==> src/hdl/SweepPkg.sv <==
package SweepPkg;

    //////////////////////////////
    // Widths with a meaning
    //////////////////////////////

    // Discriminator threshold code
    typedef logic [9:0] dacT;

    // Saturating trigger count
    typedef logic [15:0] countT;

    // One word on the USB FIFO port
    typedef logic [15:0] usbWordT;

    // Picks dac0, dac1 or dac2, value 3 picks none
    typedef logic [1:0] dacSelT;

    //////////////////////////////
    // Bundles
    //////////////////////////////

    typedef struct packed {
        dacT dac0;
        dacT dac1;
        dacT dac2;
    } dacSetT;

    typedef struct packed {
        usbWordT word;
        logic    en;
    } usbBeatT;

    // Inclusive sweep bounds
    typedef struct packed {
        dacT startDac;
        dacT endDac;
    } sweepRangeT;

    // Upper bits of the header word, DAC code fills the rest
    localparam logic [5:0] headerTag = 6'b101010;

endpackage

==> src/hdl/ControllerTop.sv <==
module ControllerTop #(
    parameter int windowCycles = 64
) (
    input  logic                 Clk,
    input  logic                 rstN,
    // Mode and DAC choice
    input  logic                 sweepMode,
    input  SweepPkg::dacSelT     dacSelect,
    // Host slow control
    input  SweepPkg::dacSetT     usbDacs,
    input  logic                 usbScLoad,
    input  SweepPkg::sweepRangeT range,
    input  logic                 sweepStartIn,
    // ASIC side
    input  logic                 configDone,
    input  logic                 triggerN,
    input  SweepPkg::usbBeatT    acqBeat,
    output SweepPkg::dacSetT     dacOut,
    output logic                 scLoad,
    // USB FIFO side
    output SweepPkg::usbBeatT    usbOut,
    output logic                 sweepDone
);
    import SweepPkg::*;

    logic    sweepStart;
    dacT     curDac;
    logic    sweepLoad;
    logic    timerStart;
    logic    countClear;
    usbBeatT sweepBeat;
    logic    countEnable;
    logic    windowDone;
    countT   count;

    ModeSwitcher switcher (
        .Clk          (Clk),
        .rstN         (rstN),
        .sweepMode    (sweepMode),
        .dacSelect    (dacSelect),
        .usbDacs      (usbDacs),
        .curDac       (curDac),
        .usbScLoad    (usbScLoad),
        .sweepLoad    (sweepLoad),
        .sweepStartIn (sweepStartIn),
        .acqBeat      (acqBeat),
        .sweepBeat    (sweepBeat),
        .dacOut       (dacOut),
        .scLoad       (scLoad),
        .sweepStart   (sweepStart),
        .usbOut       (usbOut)
    );

    //////////////////////////////
    // Sweep engine
    //////////////////////////////

    SweepFsm #(
        .windowCycles (windowCycles)
    ) fsm (
        .Clk        (Clk),
        .rstN       (rstN),
        .sweepStart (sweepStart),
        .range      (range),
        .configDone (configDone),
        .windowDone (windowDone),
        .count      (count),
        .curDac     (curDac),
        .sweepLoad  (sweepLoad),
        .timerStart (timerStart),
        .countClear (countClear),
        .sweepBeat  (sweepBeat),
        .sweepDone  (sweepDone)
    );

    WindowTimer #(
        .windowCycles (windowCycles)
    ) timer (
        .Clk         (Clk),
        .rstN        (rstN),
        .timerStart  (timerStart),
        .countEnable (countEnable),
        .windowDone  (windowDone)
    );

    TriggerCounter trigCounter (
        .Clk         (Clk),
        .rstN        (rstN),
        .triggerN    (triggerN),
        .countClear  (countClear),
        .countEnable (countEnable),
        .count       (count)
    );

endmodule

==> src/hdl/ModeSwitcher.sv <==
module ModeSwitcher (
    input  logic              Clk,
    input  logic              rstN,
    input  logic              sweepMode,
    input  SweepPkg::dacSelT  dacSelect,
    input  SweepPkg::dacSetT  usbDacs,
    input  SweepPkg::dacT     curDac,
    input  logic              usbScLoad,
    input  logic              sweepLoad,
    input  logic              sweepStartIn,
    input  SweepPkg::usbBeatT acqBeat,
    input  SweepPkg::usbBeatT sweepBeat,
    output SweepPkg::dacSetT  dacOut,
    output logic              scLoad,
    output logic              sweepStart,
    output SweepPkg::usbBeatT usbOut
);
    import SweepPkg::*;

    usbBeatT beatSel;

    //////////////////////////////
    // Slow control path
    //////////////////////////////

    // Sweep replaces only the selected DAC
    always_comb begin
        dacOut = usbDacs;
        if (sweepMode) begin
            case (dacSelect)
                2'd0:    dacOut.dac0 = curDac;
                2'd1:    dacOut.dac1 = curDac;
                2'd2:    dacOut.dac2 = curDac;
                // Select 3 keeps all host values
                default: dacOut = usbDacs;
            endcase
        end
    end

    assign scLoad     = sweepMode ? sweepLoad : usbScLoad;
    assign sweepStart = sweepMode && sweepStartIn;

    //////////////////////////////
    // USB data path
    //////////////////////////////

    assign beatSel = sweepMode ? sweepBeat : acqBeat;

    always_ff @(posedge Clk or negedge rstN) begin
        if (!rstN) begin
            usbOut <= '0;
        end else begin
            usbOut <= beatSel;
        end
    end

endmodule

==> src/hdl/SweepFsm.sv <==
module SweepFsm #(
    parameter int windowCycles = 64
) (
    input  logic                 Clk,
    input  logic                 rstN,
    input  logic                 sweepStart,
    input  SweepPkg::sweepRangeT range,
    input  logic                 configDone,
    input  logic                 windowDone,
    input  SweepPkg::countT      count,
    output SweepPkg::dacT        curDac,
    output logic                 sweepLoad,
    output logic                 timerStart,
    output logic                 countClear,
    output SweepPkg::usbBeatT    sweepBeat,
    output logic                 sweepDone
);
    import SweepPkg::*;

    typedef enum logic [2:0] {
        idle,
        load,
        waitConfig,
        counting,
        header,
        data,
        finish
    } stateT;

    stateT state;
    stateT stateNext;
    logic  lastStep;

    assign lastStep = (curDac == range.endDac);

    //////////////////////////////
    // Step order
    //////////////////////////////

    always_comb begin
        stateNext = state;
        case (state)
            idle: begin
                // Empty range goes straight to done
                if (sweepStart) begin
                    stateNext = (range.startDac > range.endDac) ? finish : load;
                end
            end
            load:       stateNext = waitConfig;
            waitConfig: begin
                if (configDone) begin
                    stateNext = counting;
                end
            end
            counting: begin
                if (windowDone) begin
                    stateNext = header;
                end
            end
            header:     stateNext = data;
            data:       stateNext = lastStep ? finish : load;
            finish:     stateNext = idle;
            default:    stateNext = idle;
        endcase
    end

    always_ff @(posedge Clk or negedge rstN) begin
        if (!rstN) begin
            state      <= idle;
            timerStart <= 1'b0;
        end else begin
            state      <= stateNext;
            // Window opens the cycle after configDone
            timerStart <= (state == waitConfig) && configDone;
        end
    end

    // Current DAC step
    always_ff @(posedge Clk or negedge rstN) begin
        if (!rstN) begin
            curDac <= '0;
        end else if ((state == idle) && sweepStart) begin
            curDac <= range.startDac;
        end else if ((state == data) && !lastStep) begin
            curDac <= curDac + 1'b1;
        end
    end

    //////////////////////////////
    // Strobes and output words
    //////////////////////////////

    assign sweepLoad  = (state == load);
    assign sweepDone  = (state == finish);
    assign countClear = timerStart;

    always_comb begin
        sweepBeat = '0;
        case (state)
            header: begin
                sweepBeat.word = {headerTag, curDac};
                sweepBeat.en   = 1'b1;
            end
            data: begin
                sweepBeat.word = count;
                sweepBeat.en   = 1'b1;
            end
            default: sweepBeat = '0;
        endcase
    end

endmodule

==> src/hdl/TriggerCounter.sv <==
module TriggerCounter (
    input  logic            Clk,
    input  logic            rstN,
    input  logic            triggerN,
    input  logic            countClear,
    input  logic            countEnable,
    output SweepPkg::countT count
);

    logic syncQ1;
    logic syncQ2;
    logic prevQ;
    logic fallEdge;

    //////////////////////////////
    // Pin synchronizer
    //////////////////////////////

    // Idle level of the pin is high
    always_ff @(posedge Clk or negedge rstN) begin
        if (!rstN) begin
            syncQ1 <= 1'b1;
            syncQ2 <= 1'b1;
            prevQ  <= 1'b1;
        end else begin
            syncQ1 <= triggerN;
            syncQ2 <= syncQ1;
            prevQ  <= syncQ2;
        end
    end

    // High to low on the synced pin
    assign fallEdge = prevQ && !syncQ2;

    //////////////////////////////
    // Count with saturation
    //////////////////////////////

    always_ff @(posedge Clk or negedge rstN) begin
        if (!rstN) begin
            count <= '0;
        end else if (countClear) begin
            count <= '0;
        end else if (countEnable && fallEdge && (count != '1)) begin
            count <= count + 1'b1;
        end
    end

endmodule

==> src/hdl/WindowTimer.sv <==
module WindowTimer #(
    parameter int windowCycles = 64
) (
    input  logic Clk,
    input  logic rstN,
    input  logic timerStart,
    output logic countEnable,
    output logic windowDone
);

    localparam int timerW = $clog2(windowCycles + 1);

    logic [timerW-1:0] remaining;

    // Cycles left in the window
    always_ff @(posedge Clk or negedge rstN) begin
        if (!rstN) begin
            remaining <= '0;
        end else if (timerStart) begin
            remaining <= timerW'(windowCycles);
        end else if (remaining != '0) begin
            remaining <= remaining - 1'b1;
        end
    end

    // Pulses in the first cycle after the last enabled one
    always_ff @(posedge Clk or negedge rstN) begin
        if (!rstN) begin
            windowDone <= 1'b0;
        end else begin
            windowDone <= (remaining == timerW'(1)) && !timerStart;
        end
    end

    assign countEnable = (remaining != '0);

endmodule

==> config.mk <==
export PLATFORM = sky130hd
export DESIGN_NAME = ControllerTop
export DESIGN_NICKNAME = d
export VERILOG_FILES = /design/src/hdl/SweepPkg.sv /design/src/hdl/ControllerTop.sv /design/src/hdl/ModeSwitcher.sv /design/src/hdl/SweepFsm.sv /design/src/hdl/TriggerCounter.sv /design/src/hdl/WindowTimer.sv
export SDC_FILE = /design/constraint.sdc
export NUM_CORES = 1
export LEC_CHECK = 0
export BUFFER_PORTS_ARGS = -buffer_cell sky130_fd_sc_hd__buf_2
export CAP_MARGIN = 20
export CELL_PAD_IN_SITES_DETAIL_PLACEMENT = 0
export CELL_PAD_IN_SITES_GLOBAL_PLACEMENT = 1
export CORE_ASPECT_RATIO = 1.4
export CORE_UTILIZATION = 31
export CTS_CLUSTER_DIAMETER = 100
export DETAILED_ROUTE_END_ITERATION = 6
export PLACE_DENSITY = 0.69
export SYNTH_ARGS = -nofsm -noshare
export SYNTH_HDL_FRONTEND = slang
export SYNTH_SLANG_ARGS = --single-unit
==> constraint.sdc <==
create_clock -name Clk -period 4.45 [get_ports Clk]
set_input_delay 1.1125 -clock Clk [delete_from_list [all_inputs] [get_ports Clk]]
set_output_delay 1.1125 -clock Clk [all_outputs]
set_load 0.1 [all_outputs]
==> summary by stage <==
Outcome
The flow ran to the end, and the final reports show no timing, DRC or antenna violations.

Critical path
At the worst endpoint, the required time is about 3.3 ns. The arrival time at the worst endpoint is about 2.6 ns. The most critical setup path has its startpoint at dacSelect[1]. The startpoint identified for the worst register-to-register timing path is fsm.state[2]. The capturing element of the worst setup path is dacOut[12]. By startpoint and endpoint, the worst setup path is classified as input port to output port. The setup check on the worst reg-to-reg path leaves a slack of about 2 ns.

Measured in cells, the most critical reg-to-reg path has a length of 5. The critical path launch point type is an input port. The maximum fanout count along the critical path is 15. STA classifies the critical path endpoint as an output port. The endpoint of the worst register-to-register path is fsm.curDac[5].

Global routing
For this run, the total global-route usage over all layers was measured as 0.1859. The global route total overflow is 0. The number of global-route vias before repair is between 3k and 4k.

The first global-routing pass estimated approximately 18000 µm of wire. The number of antenna violations at the first check in global routing is 0. Entering global routing, the biggest net connects 39 pins.

Synth
In the post-synthesis netlist, the biggest area contributors are dfrtp_1, mux2_2, ha_1. In the synthesized netlist the dominant register cell turns out to be dfrtp_1. The mapped cell area is 3755 µm². The count of unique library cells instantiated by Yosys is between 50 and 60. Yosys printed 0 warnings. The number of enable flip-flop cells after synthesis is 0. For this run, the register share of the synthesized area comes to 0.3875. The cell type with the highest aggregate area in the netlist is dfrtp_1. The mean instance size in the synthesized netlist is 9.248 µm².

The flip-flop and latch count after synthesis is 58. For this run, asynchronously set or reset flops after synthesis account for 1.000. The share of synthesized area in the top cell type comes to 0.3665. Synthesis produced a netlist whose cell count is 406. Synthesis produced a netlist with a net count of just under 500.

Min path
The kind of path behind the tightest hold check is register to register.

Clock tree
The longest clock path from root to sink contains 2 buffers. The post-cts resize count is 0. After clock tree synthesis, the clock-pin slew on the worst setup and hold paths is approximately 0.050 ns. The cell chosen for the clock root is clkbuf_16. Clock tree synthesis inserted a total of 9 buffers.

Once the clock tree was built, the setup fixing pass inserted 0 buffers. In this run, post-CTS hold repair placed 0 buffers. The clock net in this run drives a total of a little under 60 sinks. The H-tree was split into 3 levels. TritonCTS built the clock tree. Clock latency on the worst-skew pair, taken at its later pin, is 0.33 ns.

STA
Counting I/O delays and the setup requirement, the final critical path takes around 3.7 ns. For the final routed database, the setup TNS stands at 0 ns. The worst pin sits at a relative slew slack of 0.4000. The pin slew with the least headroom to its limit is between 0.9 and 1 ns. Static timing analysis puts the maximum clock frequency at about 270 MHz. The number of slew-limit violations in the final report is 0. Setup repair after global routing left no endpoint under its margin. Of the available clock period, the critical path in the final layout requires 0.8379. The tightest hold path in the finished design has a slack of 0.3550 ns. The clock arrives with approximately 0.004 ns of skew. Setup violations remaining at the end of the flow were counted as 0.

The number of hold-slack violations in the final timing report is 0.

Floorplanning
The die is 95.02 µm wide. For this configuration, the core starts out at a cell density of 0.3177. The die is approximately 130 µm tall. The area enclosed by the die boundary is 12560 µm². The I/O pin count is ~130. In this run the standard cell core region covers about 12000 µm². In this run the core area contains 47 standard-cell rows.

Placed design
The weighted congestion at the end of routability-driven global placement is around 0.88. The number of buffers inserted by port buffering is ~120. The detailed placer's ending HPWL is ~8600 µm.

Drt
The ratio of routed vias to standard cells is around 5. The number of design-rule violations left by the first detailed-router iteration is about 110. For this run, the detailed router's first-pass iteration total came to 4. The antenna violation net count after detailed routing is 0. The total vias in the final route is around 3.4k. After detailed routing, the total wire length is 11170 µm.

The final routed wire length divided by cell count is between 15 and 20 µm. The count of unresolved DRC violations after routing is 0.

Pwr
Dividing total power by cell area gives a power density of roughly 500 nW/µm². The worst-case IR drop observed on VDD is 0.1703 mV. For this design the static power due to leakage is between 0.002 and 0.0025 µW.

Finish
The library cell used most frequently in the layout, excluding fill and tap cells, is buf_2. The count of inserted antenna diode cells is 0. In the final layout, the share of cells above drive strength 1 is 0.3440. The number of nets in the final layout is 614. The post-route core utilization is 0.4187. From synthesis to final layout, the design area changed by 31.79%. Leaving out fill and tap cells, the most frequent cells in the layout are buf_2, dfrtp_1, nand2_1, inv_1, nor2_1.

Run
The max-capacitance violation count is 0.
-- synthesized netlist by cell type (5+ instances only) --
| master | n |
|---|---|
| xnor2_1 | 7 |
| inv_1 | 36 |
| mux2i_1 | 13 |
| nor2_1 | 29 |
| xor2_1 | 19 |
| ha_1 | 14 |
| nand3_1 | 16 |
| a21oi_1 | 11 |
| mux2_2 | 20 |
| nand2_1 | 37 |
| and3_1 | 8 |
| o22ai_1 | 13 |
| nand2b_1 | 5 |
| nand4_1 | 12 |
| o21ai_0 | 21 |
| dfrtp_1 | 55 |
| clkbuf_1 | 14 |
-- power by group --
part / total, µW / switching [µW] / internal (µW)
logic: 995 / 666 / 329
clock network: 650 / 230 / 420
registers: 843 / 205 / 639
total: 2490 / 1100 / 1390
-- per-stage QoR --
stage	instances	power [µW]	instance area (µm²)	setup slack, ns
global route	676	2622	4949	0.5732
detailed placement	660	1851	4664	0.7124
global placement	660	1829	4664	0.7215
finish	676	2489	4949	0.7215
CTS	676	2513	4949	0.7008
floorplan	406	1563	3762	-0.5960
-- metal layers --
metal  up-vias  routed length (µm)  part of all wire  track usage
met1      1634                4879              0.44       0.2309
met4         0                 110            0.0098      0.05219
met2        98                5755              0.52       0.3213
met3         9                 424             0.038      0.03576
met5         -                   0                 0            0
li1       1681                   -                 -            -
-- how the worst min path moves through the flow --
stage	slack, ns	depth (start not counted)	from	endpoint
after floorplan	0.35	0	trigCounter.syncQ1	trigCounter.syncQ2
after global placement	0.35	0	trigCounter.syncQ1	trigCounter.syncQ2
after detailed placement	0.35	0	trigCounter.syncQ1	trigCounter.syncQ2
after CTS	0.36	0	trigCounter.syncQ1	trigCounter.syncQ2
after global routing	0.36	0	trigCounter.syncQ1	trigCounter.syncQ2
final	0.35	0	trigCounter.syncQ1	trigCounter.syncQ2
-- state kept, by name (all words and copies together) (netlist names) --
register            flops
switcher.usbOut        17
trigCounter.count      16
fsm.curDac             10
timer.remaining         7
fsm.state               3
fsm.countClear          1
timer.windowDone        1
trigCounter.prevQ       1
trigCounter.syncQ1      1
trigCounter.syncQ2      1
-- area by class of cell --
class / instances / area (µm²)
inverter: 36 / 135.1
sequential: 58 / 1455
tap: 147 / 183.9
multi-input combinational: 290 / 2082
fill: 1199 / 6872
timing repair buffer: 129 / 808.3
clock inverter: 2 / 10.01
clock buffer: 14 / 274.0
-- critical path, cell delays in order --
cell      delay, ns
buf_2          0.11
nand3b_1       0.50
o21ai_0        0.40
buf_2          0.48
-- logic make-up (layout without fill, tap and decap cells) --
group | count (synthesis) | after routing | share of synthesized area
xor+xnor | 26 | 26 | 0.06065
flops | 58 | 58 | 0.3875
simple gates | 138 | 138 | 0.1996
fa+ha+maj | 14 | 14 | 0.04665
buf+inv | 58 | 181 | 0.06165
mux | 33 | 33 | 0.09463
compound gates | 79 | 79 | 0.1493
No activity file was read; power rests on OpenSTA's default activity.
